==> src/hdl/umtrx_ctrl_params.svh <==
////////////////////
// Decode fields are the top DEC_W bits of a 16-bit byte address
// Setting addresses must fit the 8-bit settings address
////////////////////
`ifndef UMTRX_CTRL_PARAMS_SVH
`define UMTRX_CTRL_PARAMS_SVH

// Bus geometry
`define WB_AW 16
`define WB_DW 32
`define WB_SW 4
`define DEC_W 8

// Slave windows, compared on the upper address byte
`define SETTINGS_BASE 8'h70
`define SETTINGS_MASK 8'hF0
`define READBACK_BASE 8'h5C
`define READBACK_MASK 8'hFC
`define PIC_BASE      8'h80
`define PIC_MASK      8'hFC

// Setting register map
`define SR_MISC  0     // 7 regs
`define SR_DIVSW 180   // 2 regs

// LEDs 4:1 follow the run flags out of reset
`define LED_SRC_RESET 8'b0001_1110

// Major in the upper half, minor in the lower half
`define COMPAT_NUM {16'd8, 16'd2}

`endif

==> src/hdl/umtrx_ctrl_pkg.sv <==
////////////////////
// Type widths follow the bus macros of the params header
////////////////////
`include "umtrx_ctrl_params.svh"

package umtrx_ctrl_pkg;

   ////////////////////
   // Wishbone
   typedef logic [`WB_AW-1:0] wb_adr_t;   // Byte address
   typedef logic [`WB_DW-1:0] wb_dat_t;
   typedef logic [`WB_SW-1:0] wb_sel_t;

   ////////////////////
   // Settings bus
   typedef logic [7:0]        set_addr_t; // Word address of a setting
   typedef logic [31:0]       set_data_t;

   ////////////////////
   // Misc
   typedef logic [7:0]        led_t;
   typedef logic [15:0]       irq_vec_t;

   // Run flags of the DSP chains
   // {tx0, rx0, tx1, rx1}
   typedef logic [3:0]        run_t;

endpackage

==> src/hdl/wb_intercon.sv <==
////////////////////
// Single master, three slaves; the master holds cyc/stb until ack or err
// Writes with no byte lane selected are passed on as reads
////////////////////
`timescale 1ns/1ps
`include "umtrx_ctrl_params.svh"

module wb_intercon (
   input  logic                    wb_clk,
   input  logic                    soft_rst_i,
   // Master side
   input  logic                    cyc_i,
   input  logic                    stb_i,
   input  logic                    we_i,
   input  umtrx_ctrl_pkg::wb_adr_t adr_i,
   input  umtrx_ctrl_pkg::wb_sel_t sel_i,
   input  umtrx_ctrl_pkg::wb_dat_t dat_i,
   output umtrx_ctrl_pkg::wb_dat_t dat_o,
   output logic                    ack_o,
   output logic                    err_o,
   // Slave side
   output logic                    sb_stb_o,
   output logic                    rb_stb_o,
   output logic                    pic_stb_o,
   output logic                    we_o,
   output umtrx_ctrl_pkg::wb_adr_t adr_o,
   output umtrx_ctrl_pkg::wb_dat_t dat_o_s,
   input  logic                    sb_ack_i,
   input  logic                    rb_ack_i,
   input  umtrx_ctrl_pkg::wb_dat_t rb_dat_i,
   input  logic                    pic_ack_i,
   input  umtrx_ctrl_pkg::wb_dat_t pic_dat_i
);

   logic [`DEC_W-1:0] dec;
   logic              req;
   logic              sb_hit;
   logic              rb_hit;
   logic              pic_hit;
   logic              no_hit;

   ////////////////////
   // Address decode
   assign req     = cyc_i & stb_i;
   assign dec     = adr_i[`WB_AW-1 -: `DEC_W];
   assign sb_hit  = (dec & `SETTINGS_MASK) == `SETTINGS_BASE;
   assign rb_hit  = (dec & `READBACK_MASK) == `READBACK_BASE;
   assign pic_hit = (dec & `PIC_MASK) == `PIC_BASE;
   assign no_hit  = ~(sb_hit | rb_hit | pic_hit);

   // Shared request lines, one strobe per slave
   assign sb_stb_o  = req & sb_hit;
   assign rb_stb_o  = req & rb_hit;
   assign pic_stb_o = req & pic_hit;
   assign we_o      = we_i & (|sel_i);
   assign adr_o     = adr_i;
   assign dat_o_s   = dat_i;

   // Unmapped access ends in a one-cycle err
   always_ff @(posedge wb_clk) begin
      if (soft_rst_i) begin
         err_o <= 1'b0;
      end else begin
         err_o <= req & no_hit & ~err_o;
      end
   end

   ////////////////////
   // Return path, address is stable until ack
   always_comb begin
      ack_o = (sb_hit & sb_ack_i) | (rb_hit & rb_ack_i) | (pic_hit & pic_ack_i);
      dat_o = '0;   // Settings slave reads as zero
      if (rb_hit) begin
         dat_o = rb_dat_i;
      end else if (pic_hit) begin
         dat_o = pic_dat_i;
      end
   end

endmodule

==> src/hdl/settings_bus.sv <==
////////////////////
// Every access is acked one cycle after stb, reads return nothing here
////////////////////
`timescale 1ns/1ps

module settings_bus (
   input  logic                      wb_clk,
   input  logic                      soft_rst_i,
   input  logic                      stb_i,
   input  logic                      we_i,
   input  umtrx_ctrl_pkg::wb_adr_t   adr_i,
   input  umtrx_ctrl_pkg::wb_dat_t   dat_i,
   output logic                      ack_o,
   output logic                      set_stb_o,
   output umtrx_ctrl_pkg::set_addr_t set_addr_o,
   output umtrx_ctrl_pkg::set_data_t set_data_o
);

   logic first;   // First cycle of a strobe

   assign first = stb_i & ~ack_o;

   always_ff @(posedge wb_clk) begin
      if (soft_rst_i) begin
         ack_o     <= 1'b0;
         set_stb_o <= 1'b0;
      end else begin
         ack_o     <= first;
         set_stb_o <= first & we_i;   // Lines up with ack
      end
   end

   // Word address and data captured with the request
   always_ff @(posedge wb_clk) begin
      if (first) begin
         set_addr_o <= adr_i[9:2];
         set_data_o <= dat_i;
      end
   end

endmodule

==> src/hdl/misc_ctrl.sv <==
////////////////////
// Setting registers clear on soft_rst, the boot FSM only on por_rst
// Only the first bldr_done after power-on issues a soft reset
////////////////////
`timescale 1ns/1ps
`include "umtrx_ctrl_params.svh"

module misc_ctrl (
   input  logic                      wb_clk,
   input  logic                      por_rst_i,
   input  logic                      set_stb_i,
   input  umtrx_ctrl_pkg::set_addr_t set_addr_i,
   input  umtrx_ctrl_pkg::set_data_t set_data_i,
   input  umtrx_ctrl_pkg::run_t      run_i,
   output logic                      soft_rst_o,
   output logic                      boot_done_o,
   output logic                      clock_ready_o,
   output logic [1:0]                clk_en_o,
   output logic [1:0]                clk_sel_o,
   output logic [1:0]                lms_res_o,
   output logic                      phy_reset_n_o,
   output logic [1:0]                divsw_o,
   output umtrx_ctrl_pkg::led_t      leds_o
);

   localparam umtrx_ctrl_pkg::set_addr_t SR_CLK     = `SR_MISC + 0;
   localparam umtrx_ctrl_pkg::set_addr_t SR_LED_SW  = `SR_MISC + 3;
   localparam umtrx_ctrl_pkg::set_addr_t SR_PHY     = `SR_MISC + 4;
   localparam umtrx_ctrl_pkg::set_addr_t SR_BLDR    = `SR_MISC + 5;
   localparam umtrx_ctrl_pkg::set_addr_t SR_LED_SRC = `SR_MISC + 6;
   localparam umtrx_ctrl_pkg::set_addr_t SR_DIVSW0  = `SR_DIVSW + 0;
   localparam umtrx_ctrl_pkg::set_addr_t SR_DIVSW1  = `SR_DIVSW + 1;

   typedef enum logic {
      BOOT_WAIT,
      BOOT_DONE
   } boot_state_t;

   boot_state_t          boot_state;
   logic [6:0]           clock_outs;   // lms_res, clock_ready, clk_en, clk_sel
   logic                 phy_reset;
   logic                 bldr_done;
   umtrx_ctrl_pkg::led_t led_sw;
   umtrx_ctrl_pkg::led_t led_src;    // 1 = hardware, 0 = software
   umtrx_ctrl_pkg::led_t led_hw;

   ////////////////////
   // Setting registers
   always_ff @(posedge wb_clk) begin
      if (soft_rst_o) begin
         clock_outs <= '0;
         led_sw     <= '0;
         phy_reset  <= 1'b0;
         bldr_done  <= 1'b0;
         led_src    <= `LED_SRC_RESET;
         divsw_o    <= 2'b11;
      end else if (set_stb_i) begin
         case (set_addr_i)
            SR_CLK:     clock_outs <= set_data_i[6:0];
            SR_LED_SW:  led_sw     <= set_data_i[7:0];
            SR_PHY:     phy_reset  <= set_data_i[0];
            SR_BLDR:    bldr_done  <= set_data_i[0];   // Written by the bootloader
            SR_LED_SRC: led_src    <= set_data_i[7:0];
            SR_DIVSW0:  divsw_o[0] <= set_data_i[0];
            SR_DIVSW1:  divsw_o[1] <= set_data_i[0];
            default:    ;
         endcase
      end
   end

   assign {clock_ready_o, clk_en_o, clk_sel_o} = clock_outs[4:0];
   assign lms_res_o     = clock_outs[6:5];
   assign phy_reset_n_o = ~phy_reset;

   ////////////////////
   // LED source mixing
   assign led_hw = {3'b000, run_i, 1'b0};
   assign leds_o = (led_src & led_hw) | (~led_src & led_sw);

   ////////////////////
   // Boot-done reset controller
   // Holds soft_rst through por_rst and one cycle past it, then pulses
   // it once when bldr_done is first seen
   always_ff @(posedge wb_clk) begin
      if (por_rst_i) begin
         boot_state <= BOOT_WAIT;
         soft_rst_o <= 1'b1;
      end else begin
         soft_rst_o <= 1'b0;
         if (boot_state == BOOT_WAIT && bldr_done) begin
            boot_state <= BOOT_DONE;   // Stays here until power-on reset
            soft_rst_o <= 1'b1;
         end
      end
   end

   assign boot_done_o = (boot_state == BOOT_DONE);

endmodule

==> src/hdl/readback_mux.sv <==
////////////////////
// Read only; writes are acked and dropped, words 3 to 15 read zero
////////////////////
`timescale 1ns/1ps
`include "umtrx_ctrl_params.svh"

module readback_mux (
   input  logic                    wb_clk,
   input  logic                    soft_rst_i,
   input  logic                    stb_i,
   input  umtrx_ctrl_pkg::wb_adr_t adr_i,
   output umtrx_ctrl_pkg::wb_dat_t dat_o,
   output logic                    ack_o,
   // Status sources
   input  umtrx_ctrl_pkg::wb_dat_t status_i,
   input  logic                    boot_done_i,
   input  logic                    clk_status_i,
   input  logic                    button_i,
   input  logic [1:0]              aux_ld_i
);

   umtrx_ctrl_pkg::wb_dat_t straps;
   logic                    first;

   // Board straps word
   assign straps = {16'b0, aux_ld_i, button_i, 1'b0, clk_status_i, 10'b0, boot_done_i};
   assign first  = stb_i & ~ack_o;

   always_ff @(posedge wb_clk) begin
      if (soft_rst_i) begin
         ack_o <= 1'b0;
      end else begin
         ack_o <= first;
      end
   end

   ////////////////////
   // Word select on address bits 5:2
   always_ff @(posedge wb_clk) begin
      if (first) begin
         case (adr_i[5:2])
            4'd0:    dat_o <= `COMPAT_NUM;
            4'd1:    dat_o <= status_i;
            4'd2:    dat_o <= straps;
            default: dat_o <= '0;
         endcase
      end
   end

endmodule

==> src/hdl/pic.sv <==
////////////////////
// irq_i is sampled once before edge detection, so pending lags it by one cycle
// Pending bits are cleared by writing 1, a new edge in that cycle wins
////////////////////
`timescale 1ns/1ps

module pic (
   input  logic                     wb_clk,
   input  logic                     soft_rst_i,
   input  logic                     stb_i,
   input  logic                     we_i,
   input  umtrx_ctrl_pkg::wb_adr_t  adr_i,
   input  umtrx_ctrl_pkg::wb_dat_t  dat_i,
   output umtrx_ctrl_pkg::wb_dat_t  dat_o,
   output logic                     ack_o,
   input  umtrx_ctrl_pkg::irq_vec_t irq_i,
   output logic                     irq_o
);

   umtrx_ctrl_pkg::irq_vec_t enable;
   umtrx_ctrl_pkg::irq_vec_t pending;
   umtrx_ctrl_pkg::irq_vec_t irq_q;      // Sampled inputs
   umtrx_ctrl_pkg::irq_vec_t irq_prev;
   umtrx_ctrl_pkg::irq_vec_t rise;
   umtrx_ctrl_pkg::irq_vec_t clr;
   logic                     first;
   logic                     wr;

   assign first = stb_i & ~ack_o;
   assign wr    = first & we_i;
   assign rise  = irq_q & ~irq_prev;
   assign clr   = (wr && adr_i[4:2] == 3'd1) ? dat_i[15:0] : '0;

   ////////////////////
   // Control and edge latch
   always_ff @(posedge wb_clk) begin
      if (soft_rst_i) begin
         ack_o    <= 1'b0;
         enable   <= '0;
         pending  <= '0;
         irq_q    <= '0;
         irq_prev <= '0;
      end else begin
         ack_o    <= first;
         irq_q    <= irq_i;
         irq_prev <= irq_q;
         pending  <= (pending & ~clr) | rise;
         if (wr && adr_i[4:2] == 3'd0) begin
            enable <= dat_i[15:0];
         end
      end
   end

   // Register readback
   always_ff @(posedge wb_clk) begin
      if (first) begin
         case (adr_i[4:2])
            3'd0:    dat_o <= {16'b0, enable};
            3'd1:    dat_o <= {16'b0, pending};
            3'd2:    dat_o <= {16'b0, irq_i};   // Live lines
            default: dat_o <= '0;
         endcase
      end
   end

   assign irq_o = |(pending & enable);

endmodule

==> src/hdl/umtrx_ctrl_top.sv <==
////////////////////
// Control plane on wb_clk only; ack or err always follows stb by one cycle
////////////////////
`timescale 1ns/1ps

module umtrx_ctrl_top (
   input  logic                     wb_clk,
   input  logic                     por_rst,
   // Wishbone master port
   input  logic                     cyc_i,
   input  logic                     stb_i,
   input  logic                     we_i,
   input  umtrx_ctrl_pkg::wb_adr_t  adr_i,
   input  umtrx_ctrl_pkg::wb_sel_t  sel_i,
   input  umtrx_ctrl_pkg::wb_dat_t  dat_i,
   output umtrx_ctrl_pkg::wb_dat_t  dat_o,
   output logic                     ack_o,
   output logic                     err_o,
   // Board status
   input  umtrx_ctrl_pkg::run_t     run_i,
   input  umtrx_ctrl_pkg::wb_dat_t  status_i,
   input  logic                     clk_status_i,
   input  logic                     button_i,
   input  logic [1:0]               aux_ld_i,
   input  umtrx_ctrl_pkg::irq_vec_t ext_irq_i,
   // Control outputs
   output logic                     boot_done_o,
   output logic                     clock_ready_o,
   output logic [1:0]               clk_en_o,
   output logic [1:0]               clk_sel_o,
   output logic [1:0]               lms_res_o,
   output logic                     phy_reset_n_o,
   output logic [1:0]               divsw_o,
   output umtrx_ctrl_pkg::led_t     leds_o,
   output logic                     irq_o
);

   logic                      soft_rst;
   logic                      sb_stb, rb_stb, pic_stb;
   logic                      sb_ack, rb_ack, pic_ack;
   logic                      s_we;
   umtrx_ctrl_pkg::wb_adr_t   s_adr;
   umtrx_ctrl_pkg::wb_dat_t   s_dat, rb_dat, pic_dat;
   logic                      set_stb;
   umtrx_ctrl_pkg::set_addr_t set_addr;
   umtrx_ctrl_pkg::set_data_t set_data;

   ////////////////////
   // Bus fabric
   wb_intercon i_intercon (
      .wb_clk(wb_clk), .soft_rst_i(soft_rst),
      .cyc_i(cyc_i), .stb_i(stb_i), .we_i(we_i), .adr_i(adr_i), .sel_i(sel_i),
      .dat_i(dat_i), .dat_o(dat_o), .ack_o(ack_o), .err_o(err_o),
      .sb_stb_o(sb_stb), .rb_stb_o(rb_stb), .pic_stb_o(pic_stb),
      .we_o(s_we), .adr_o(s_adr), .dat_o_s(s_dat),
      .sb_ack_i(sb_ack), .rb_ack_i(rb_ack), .rb_dat_i(rb_dat),
      .pic_ack_i(pic_ack), .pic_dat_i(pic_dat));

   settings_bus i_settings_bus (
      .wb_clk(wb_clk), .soft_rst_i(soft_rst),
      .stb_i(sb_stb), .we_i(s_we), .adr_i(s_adr), .dat_i(s_dat), .ack_o(sb_ack),
      .set_stb_o(set_stb), .set_addr_o(set_addr), .set_data_o(set_data));

   ////////////////////
   // Settings registers and reset control
   misc_ctrl i_misc_ctrl (
      .wb_clk(wb_clk), .por_rst_i(por_rst),
      .set_stb_i(set_stb), .set_addr_i(set_addr), .set_data_i(set_data), .run_i(run_i),
      .soft_rst_o(soft_rst), .boot_done_o(boot_done_o), .clock_ready_o(clock_ready_o),
      .clk_en_o(clk_en_o), .clk_sel_o(clk_sel_o), .lms_res_o(lms_res_o),
      .phy_reset_n_o(phy_reset_n_o), .divsw_o(divsw_o), .leds_o(leds_o));

   readback_mux i_readback_mux (
      .wb_clk(wb_clk), .soft_rst_i(soft_rst),
      .stb_i(rb_stb), .adr_i(s_adr), .dat_o(rb_dat), .ack_o(rb_ack),
      .status_i(status_i), .boot_done_i(boot_done_o), .clk_status_i(clk_status_i),
      .button_i(button_i), .aux_ld_i(aux_ld_i));

   pic i_pic (
      .wb_clk(wb_clk), .soft_rst_i(soft_rst),
      .stb_i(pic_stb), .we_i(s_we), .adr_i(s_adr), .dat_i(s_dat),
      .dat_o(pic_dat), .ack_o(pic_ack), .irq_i(ext_irq_i), .irq_o(irq_o));

endmodule

==> config.mk <==
export PLATFORM = sky130hd
export DESIGN_NAME = umtrx_ctrl_top
export DESIGN_NICKNAME = d
export VERILOG_FILES = /design/src/hdl/umtrx_ctrl_pkg.sv /design/src/hdl/wb_intercon.sv /design/src/hdl/settings_bus.sv /design/src/hdl/misc_ctrl.sv /design/src/hdl/readback_mux.sv /design/src/hdl/pic.sv /design/src/hdl/umtrx_ctrl_top.sv
export VERILOG_INCLUDE_DIRS = /design/src /design/src/hdl
export SDC_FILE = /design/constraint.sdc
export NUM_CORES = 1
export LEC_CHECK = 0
export ABC_AREA = 1
export BUFFER_PORTS_ARGS = -buffer_cell sky130_fd_sc_hd__buf_4
export CELL_PAD_IN_SITES_DETAIL_PLACEMENT = 0
export CELL_PAD_IN_SITES_GLOBAL_PLACEMENT = 1
export CORE_MARGIN = 1.5
export CORE_UTILIZATION = 39
export DETAILED_ROUTE_END_ITERATION = 7
export HOLD_SLACK_MARGIN = 0.06
export PLACE_DENSITY_LB_ADDON = 0.1
export REMOVE_ABC_BUFFERS = 1
export SLEW_MARGIN = 20
export SYNTH_ARGS = -nofsm -noshare
export SYNTH_HDL_FRONTEND = slang
export SYNTH_SLANG_ARGS = --single-unit
export TNS_END_PERCENT = 1
==> constraint.sdc <==
create_clock -name wb_clk -period 3.7 [get_ports wb_clk]
set_input_delay 0.185 -clock wb_clk [delete_from_list [all_inputs] [get_ports wb_clk]]
set_output_delay 0.185 -clock wb_clk [all_outputs]
set_load 0.005 [all_outputs]
==> results of run 1 <==
==> how the worst min path moves through the flow <==
stage                       startpoint                            to  slack, ps  depth (start not counted)
after floorplan                por_rst       i_misc_ctrl.boot_done_o        250                          1
after global placement        adr_i[9]  i_settings_bus.set_addr_o[7]        360                          1
after detailed placement      adr_i[7]  i_settings_bus.set_addr_o[5]        360                          1
after CTS                    dat_i[13]             i_pic.pending[13]         60                          4
after global routing      status_i[26]      i_readback_mux.dat_o[26]         70                          3
final                        dat_i[13]             i_pic.pending[13]         70                          4
==> kinds of logic (layout without fill, tap and decap cells) <==
logic type	after synthesis	in the layout	share of synthesized area
simple gates	385	385	0.236
compound gates	66	66	0.0724
flops	162	162	0.561
buf+inv	223	442	0.124
mux	4	4	0.00650
==> state kept, by name, summed over array words and instances, names as in the netlist, 2 cells and up <==
signal                     flops
i_misc_ctrl.clock_outs         7
i_misc_ctrl.divsw_o            2
i_misc_ctrl.led_src            8
i_misc_ctrl.led_sw             8
i_pic.dat_o                   16
i_pic.enable                  16
i_pic.irq_prev                16
i_pic.irq_q                   16
i_pic.pending                 16
i_readback_mux.dat_o          32
i_settings_bus.set_addr_o      8
i_settings_bus.set_data_o      8
==> Yosys cell counts (3+ instances only) <==
master,instances
nor2_1,157
buf_1,5
nand2_1,149
o21ai_0,10
o211ai_1,6
nand4_1,33
inv_1,186
nor2_2,3
o22ai_1,3
nor3_1,6
nand3_1,27
dfxtp_1,98
mux2_2,4
edfxtp_1,64
a32o_1,16
buf_2,11
nor4_1,3
a21oi_1,12
o221ai_1,17
clkbuf_1,18
==> power breakdown <==
part,switching (W),internal (W)
clock network,0.000754,0.00102
registers,0.0000135,0.00188
logic,0.000151,0.000158
total,0.000919,0.00306
==> cell type report <==
class,count,area (sq um),area share
Sequential cell,162,3880,0.409
Multi-Input combinational cell,455,2200,0.232
Timing Repair Buffer,223,1830,0.193
Inverter,187,702,0.0739
Clock buffer,18,439,0.0462
Tap cell,225,282,0.0296
Clock inverter,14,154,0.0162
==> layer usage <==
metal  part of all wire  up-vias  wire length, um  track usage
met5                  0        -                0            0
met3              0.049       11              891       0.0444
met4             0.0088        0              158       0.0550
li1                   -     3059                -            -
met1               0.47     2742             8450        0.267
met2               0.47      142             8520        0.343
==> cell usage in the layout, fill, tap and decap left out, types with 2 or more instances in the layout <==
cell           instances
inv_1                186
buf_4                159
nor2_1               156
nand2_1              148
dfxtp_1               97
dlygate4sd3_1         64
edfxtp_1              64
nand4_1               33
nand3_1               27
o221ai_1              17
clkbuf_16             17
a32o_1                16
a21oi_1               12
o21ai_0               10
o211ai_1               6
clkinvlp_4             5
nor2_2                 4
mux2_2                 4
nor3_1                 4
o22ai_1                3
nor3_2                 3
nor4_1                 3
clkinv_4               3
inv_6                  3
nand2_2                2
bufinv_16              2
==> timing repair <==
| action | 4_1_cts | 5_1_grt |
|---|---|---|
| setup buffers | 0 | 0 |
| hold buffers | 64 | 0 |
| hold endpoints to repair | 62 | 0 |
==> critical path, delay by kind of cell <==
kind / cells / cell delay, ps
buf+inv: 4 / 1430
simple gates: 4 / 890
==> metrics by stage <==
step	power, W	area [sq um]	worst slack [ps]	utilization	TNS (ps)
3_5_place_dp	0.00219	8270	1520	0.476	0
3_3_place_gp	0.00219	8260	1530	0.476	0
4_1_cts	0.00403	9500	1380	0.547	0
2_1_floorplan	0.00204	6770	-293	-	-9390
6_report	0.00398	9500	1360	0.547	0
5_1_grt	0.00414	9500	1290	0.547	0
==> results.py, run 1 <==
metrics = {
    "pwr": {
        "power.density_nw_per_um2": 419,
        "leakage_nw": 4.39,
        "peakVddDrop_uv": 364,
    },
    "cts": {
        "htreeDepth": 4,
        "cts_buffer_depth": 2,
        "cts_root_buf": "clkbuf_16",
        "cts.sink_count": 162,
        "cts_buffers": 17,
        "clkTransAtPathRegs_ps": 60,
        "cts_resized": 0,
        "clock_latency_ps": 420,
        "cts_tree": "built",
    },
    "placement": {
        "dp_cells": 1188,
        "place_congestion": 0.730,
        "port_buffers": 148,
        "hpwl_um": 11500,
    },
    "cells_and_area": {
        "n_antenna_cell": 0,
        "fin_cells": 1284,
        "n_fill_cell": 1689,
        "nets": 1159,
        "areaGrowthSynthToFinish_pct": 37.1,
        "drive_above_1_share": 0.198,
    },
    "routing": {
        "vias": 5954,
        "drt_wl_total_um": 18000,
        "vias_per_cell": 4.64,
        "antenna_left": 0,
        "wl_per_cell_um": 14.0,
        "drtIter0Drc": 309,
        "drc": 0,
        "drt-pass1-iter-count": 5,
    },
    "floorplanning": {
        "fp.dieW_um": 136,
        "ios": 167,
        "die-area_sq_um": 18600,
        "num_rows": 48,
        "initial_core_util": 0.399,
        "die_h_um": 136,
        "core_sq_um": 17400,
    },
    "grt": {
        "grt_pass1_vias": 5506,
        "grt_use_total": 0.205,
        "overflow": 0,
        "grt_pass1_wl_um": 28700,
        "grt_max_degree": 55,
        "antenna_found_initial": 0,
    },
    "critical_path": {
        "critPathCapture": "i_readback_mux.dat_o[14]",
        "r2r_cells": 7,
        "slowest_stage": "nand2_1",
        "reg2reg_to": "i_pic.enable[12]",
        "startpoint": "adr_i[4]",
        "critPathCaptureType": "flip-flop",
        "critPathMaxStageDelay_ps": 660,
        "rrSetupSlack_ps": 1730,
        "cp.arrival_ps": 2520,
        "startpoint_type": "input pin",
        "reg2reg_from": "i_pic.ack_o",
        "path_class": "input pin to flip-flop",
        "cp_cell_sequence": "dlygate4sd3_1 > buf_4 > nor2_1 > nand2_1 > inv_1 > nand3_1 > nand2_1 > dlygate4sd3_1",
        "required_ps": 3880,
        "path_max_fanout": 18,
    },
    "logic_synthesis": {
        "synthDistinctLibCells": 32,
        "yosysWarnings": 0,
        "synth.top_cell.area_share": 0.283,
        "ys_seq_area_frac": 0.561,
        "postSynthAreaPerCell_sq_um": 8.25,
        "async_flop_share": 0,
        "ys_ff_latch": 162,
        "syn-cell-area_sq_um": 6930,
        "synth_area_leaders": "dfxtp_1 28%, edfxtp_1 28%, inv_1 10%, nor2_1 8.5%, nand2_1 8.1%",
        "synth-edff-count": 64,
        "synth_cells": 840,
        "synth_top_cell_by_area": "dfxtp_1",
        "synthFlopType": "dfxtp_1",
    },
    "timing": {
        "rsz0062_at_grt": "no",
        "final.period_utilization": 0.633,
        "maxSlewHeadroom": 0.351,
        "hold_violations": 0,
        "fin_worst_skew_ps": 6.79,
        "min_period_ps": 2340,
        "fmax_ghz": 0.427,
        "drv_slew": 0,
        "setup_viol": 0,
        "hold-worst-slack_ps": 73.1,
        "worstMarginPinSlew_ps": 969,
    },
    "status": {
        "status": "complete, no violations",
    },
    "worst_hold_path": {
        "hold_path_class": "input pin to flip-flop",
    },
    "flow_run": {
        "drv_cap": 0,
    },
}
(Power assumes the default switching activity.)
==> run 2, diff against run 1 <==
--- a/config.mk
+++ b/config.mk
@@ -11,7 +11,7 @@
 export CELL_PAD_IN_SITES_DETAIL_PLACEMENT = 0
 export CELL_PAD_IN_SITES_GLOBAL_PLACEMENT = 1
 export CORE_MARGIN = 1.5
-export CORE_UTILIZATION = 39
+export CORE_UTILIZATION = 35
 export DETAILED_ROUTE_END_ITERATION = 7
 export HOLD_SLACK_MARGIN = 0.06
 export PLACE_DENSITY_LB_ADDON = 0.1
==> constraint.sdc (replaced) <==
create_clock -name wb_clk -period 2 [get_ports wb_clk]
set_input_delay 0.1 -clock wb_clk [delete_from_list [all_inputs] [get_ports wb_clk]]
set_output_delay 0.1 -clock wb_clk [all_outputs]
set_load 0.005 [all_outputs]
==> results.py, run 2 (synthesis results as in run 1) <==
metrics = {
    "floorplanning": {
        "num_rows": 51,
        "die-area_sq_um": 20600,
        "core_sq_um": 19500,
        "die_h_um": 144,
        "initial_core_util": 0.356,
        "fp.dieW_um": 144,
        "ios": 167,
    },
    "critical_path": {
        "critPathCaptureType": "output port",
        "cp.arrival_ps": 1780,
        "path_max_fanout": 16,
        "path_class": "input pin to output port",
        "startpoint_type": "input pin",
        "required_ps": 1900,
    },
    "grt": {
        "grt_max_degree": 55,
        "overflow": 0,
        "grt_pass1_wl_um": 29600,
        "antenna_found_initial": 0,
        "grt_use_total": 0.190,
        "grt_pass1_vias": 5745,
    },
    "timing": {
        "fin_worst_skew_ps": 8.22,
        "setup_viol": 0,
        "rsz0062_at_grt": "no",
        "worstMarginPinSlew_ps": 681,
        "finalSetupTns_ps": 0,
        "drv_slew": 0,
        "hold-worst-slack_ps": 101,
        "min_period_ps": 1880,
        "final.period_utilization": 0.939,
        "hold_violations": 0,
        "fmax_ghz": 0.533,
        "maxSlewHeadroom": 0.546,
    },
    "cells_and_area": {
        "final_util": 0.508,
        "largest_reg_flops": 32,
        "final_common_cell": "inv_1",
        "design_area_sq_um": 9880,
        "top_register": "i_readback_mux.dat_o",
        "areaGrowthSynthToFinish_pct": 42.6,
        "nets": 1187,
        "fin_cells": 1352,
        "n_antenna_cell": 0,
        "layout_common_cells": "186 x inv_1, 167 x buf_4, 155 x nor2_1",
        "drive_above_1_share": 0.205,
    },
    "routing": {
        "antenna_left": 0,
        "drtIter0Drc": 339,
        "wl_per_cell_um": 13.9,
        "drt-pass1-iter-count": 5,
        "vias_per_cell": 4.40,
        "vias": 5953,
        "drt_wl_total_um": 18700,
        "drc": 0,
    },
    "cts": {
        "clkTransAtPathRegs_ps": 60,
        "cts_tree": "built",
        "cts_buffers": 17,
        "cts_buffer_depth": 2,
        "clock_latency_ps": 420,
        "cts_root_buf": "clkbuf_16",
        "cts.sink_count": 162,
        "htreeDepth": 4,
    },
    "placement": {
        "placed_area_sq_um": 8460,
        "dp_cells": 1240,
        "place_congestion": 0.746,
        "port_buffers": 148,
        "hpwl_um": 12300,
    },
    "status": {
        "status": "complete, no violations",
    },
    "pwr": {
        "power.density_nw_per_um2": 762,
        "leakage_nw": 4.56,
        "peakVddDrop_uv": 592,
    },
    "worst_hold_path": {
        "hold_path_class": "input pin to flip-flop",
    },
    "flow_run": {
        "drv_cap": 0,
    },
}
[run 2: metrics by stage]
step	power, W	setup slack, ps
global route	0.00783	73.9
CTS	0.00763	105
finish	0.00753	123
global placement	0.00407	451
floorplan	0.00378	-1910
detailed placement	0.00408	421
[run 2: worst paths after layout]
check | startpoint | endpoint | slack (ps) | depth (start not counted)
worst max-delay path | adr_i[13] | dat_o[0] | 120 | 8
worst min register to register | i_pic.irq_q[14] | i_pic.irq_prev[14] | 410 | 2
worst min-delay path | stb_i | i_settings_bus.ack_o | 100 | 3
worst max register to register | i_settings_bus.set_addr_o[6] | i_misc_ctrl.led_src[6] | 460 | 7
[run 2: cell type report]
type,count,area (sq um)
sequential,162,3880
clock buffer,18,429
clock inverter,14,189
fill,1916,9580
inverter,187,702
timing repair buffer,251,2130
multi-input combinational,455,2210
tap,265,332
[run 2: critical path: stages]
cell,delay (ps)
dlygate4sd3_1,550
buf_4,160
nor2_2,90
nand3_2,150
inv_1,80
buf_4,280
a32o_1,240
buf_4,130
[run 2: per-layer routing]
metal  global-route usage  up-vias  part of all wire
met1                0.256     2685              0.47
li1                     -     3119                 -
met3               0.0423       14             0.049
met2                0.306      135              0.47
met5                    0        -                 0
met4               0.0564        0             0.011
[run 2: what timing repair did]
item | 4_1_cts | 5_1_grt
gates resized for setup | 0 | 1
hold buffers | 80 | 0
setup endpoints to repair | 0 | 4
endpoints found under the hold margin | 99 | 0
buffers inserted | 0 | 0
[run 2: power breakdown]
group	switching (W)	total [W]	internal, W
clock network	0.00132	0.00341	0.00208
logic	0.000289	0.000615	0.000325
registers	0.0000256	0.00351	0.00348
total	0.00164	0.00753	0.00589
==> run 3, diff against run 2 <==
==> constraint.sdc (replaced) <==
create_clock -name wb_clk -period 2 [get_ports wb_clk]
set_input_delay 0.2 -clock wb_clk [delete_from_list [all_inputs] [get_ports wb_clk]]
set_output_delay 0.2 -clock wb_clk [all_outputs]
set_load 0.005 [all_outputs]
==> results.py, run 3 (synthesis results as in run 1) <==
metrics = {
    "critical_path": {
        "path_class": "flip-flop to output port",
        "required_ps": 1800,
        "critPathCaptureType": "output port",
        "path_max_fanout": 2,
        "cp.arrival_ps": 1530,
        "startpoint_type": "flip-flop",
    },
    "routing": {
        "highest_layer": "met4",
        "antenna_left": 0,
        "met3_length_um": 975,
        "met2_wirelength_um": 8350,
        "drtIter0Drc": 221,
        "vias_per_cell": 4.36,
        "drt_wl_total_um": 18100,
        "drt-pass1-iter-count": 4,
        "vias": 5769,
        "drc": 0,
        "wl_per_cell_um": 13.7,
        "wirelength_met1_um": 8660,
    },
    "cts": {
        "cts_buffers": 17,
        "clock_latency_ps": 420,
        "cts_tree": "built",
        "clkTransAtPathRegs_ps": 70,
        "htreeDepth": 4,
        "cts.sink_count": 162,
        "cts_setup_buffers": 0,
        "cts_root_buf": "clkbuf_16",
        "cts_buffer_depth": 2,
    },
    "floorplanning": {
        "core_sq_um": 19500,
        "fp.dieW_um": 144,
        "ios": 167,
        "die-area_sq_um": 20600,
        "die_h_um": 144,
        "num_rows": 51,
        "initial_core_util": 0.356,
    },
    "timing": {
        "min_period_ps": 1730,
        "fmax_ghz": 0.576,
        "layout_setup_ws_ps": 265,
        "fin_worst_skew_ps": 9.42,
        "hold_violations": 0,
        "final.period_utilization": 0.867,
        "worstMarginPinSlew_ps": 596,
        "rsz0062_at_grt": "no",
        "setup_viol": 0,
        "drv_slew": 0,
        "maxSlewHeadroom": 0.602,
    },
    "placement": {
        "hpwl_um": 12600,
        "dp_cells": 1245,
        "pre_cts_ws_ps": 246,
        "port_buffers": 148,
        "place_congestion": 0.763,
        "placed_area_sq_um": 8530,
    },
    "cells_and_area": {
        "largest_reg_flops": 32,
        "seq_area_sq_um": 3880,
        "multi_input_area_sq_um": 2200,
        "n_fill_cell": 1887,
        "layout_common_cells": "186 x inv_1, 169 x buf_4, 155 x nor2_1",
        "n_antenna_cell": 0,
        "drive_above_1_share": 0.213,
        "top_register": "i_readback_mux.dat_o",
        "final_common_cell": "inv_1",
        "areaGrowthSynthToFinish_pct": 38.0,
        "nets": 1157,
        "fin_cells": 1322,
        "design_area_sq_um": 9560,
    },
    "grt": {
        "grt_pass1_vias": 5348,
        "grt_max_degree": 39,
        "antenna_found_initial": 0,
        "grt_use_total": 0.183,
        "grt_pass1_wl_um": 28500,
        "overflow": 0,
    },
    "pwr": {
        "peakVddDrop_uv": 565,
        "power.density_nw_per_um2": 761,
        "leakage_nw": 4.42,
    },
    "status": {
        "status": "complete, no violations",
    },
    "flow_run": {
        "drv_cap": 0,
    },
    "worst_hold_path": {
        "hold_path_class": "input pin to flip-flop",
    },
}
-- run 3: cell types whose count changed in the layout (fill, tap and decap cells not counted), sizes merged --
cell and delta:
inv +1, clkinvlp -2, bufinv -2, dlygate4sd3 -35
buf +5, clkinv +3
-- run 3: critical path: stages, from the launching register on --
cell	delay [ps]
dfxtp_1	310
inv_1	70
o21ai_0	100
nor3_1	290
nand3_1	180
buf_4	170
-- run 3: through the flow --
| step | setup TNS (ps) | utilization | hold WS [ps] | total power (W) |
|---|---|---|---|---|
| 6_report | 0 | 0.491 | 75.3 | 0.00728 |
| 5_1_grt | 0 | 0.491 | 71.0 | 0.00757 |
| 4_1_cts | 0 | 0.491 | 60.1 | 0.00737 |
| 3_5_place_dp | 0 | 0.438 | 376 | 0.00408 |
| 3_3_place_gp | 0 | 0.438 | 379 | 0.00408 |
| 2_1_floorplan | -102120 | - | 269 | 0.00378 |
-- run 3: where the power goes --
group	switching (W)	leakage, nW	total, W	internal (W)
clock	0.00135	0.283	0.00321	0.00186
sequential	0.0000322	1.31	0.00352	0.00348
combinational	0.000270	2.83	0.000555	0.000285
total	0.00165	4.42	0.00728	0.00563
-- run 3: worst paths after layout --
path | cells after the start | endpoint | startpoint | slack [ps]
max reg2reg | 7 | i_pic.enable[2] | i_pic.ack_o | 450
max | 5 | irq_o | i_pic.pending[1] | 270
min | 3 | i_readback_mux.dat_o[21] | status_i[21] | 80
min reg2reg | 2 | i_pic.irq_prev[4] | i_pic.irq_q[4] | 410
-- run 3: final cells by class --
class	instances	share of cell area
Clock buffer	18	0.0459
Timing Repair Buffer	221	0.195
Sequential cell	162	0.406
Tap cell	265	0.0347
Inverter	187	0.0734
Clock inverter	14	0.0144
Multi-Input combinational cell	455	0.231
-- run 3: timing repair --
action | CTS | global route
hold endpoints to repair | 46 | 0
gates resized for setup | 0 | 0
hold buffers | 45 | 0
-- run 3: metal layers --
metal,vias up,GRT usage
li1,3055,-
met1,2567,0.253
met2,136,0.287
met3,11,0.0347
met4,0,0.0634
met5,-,0
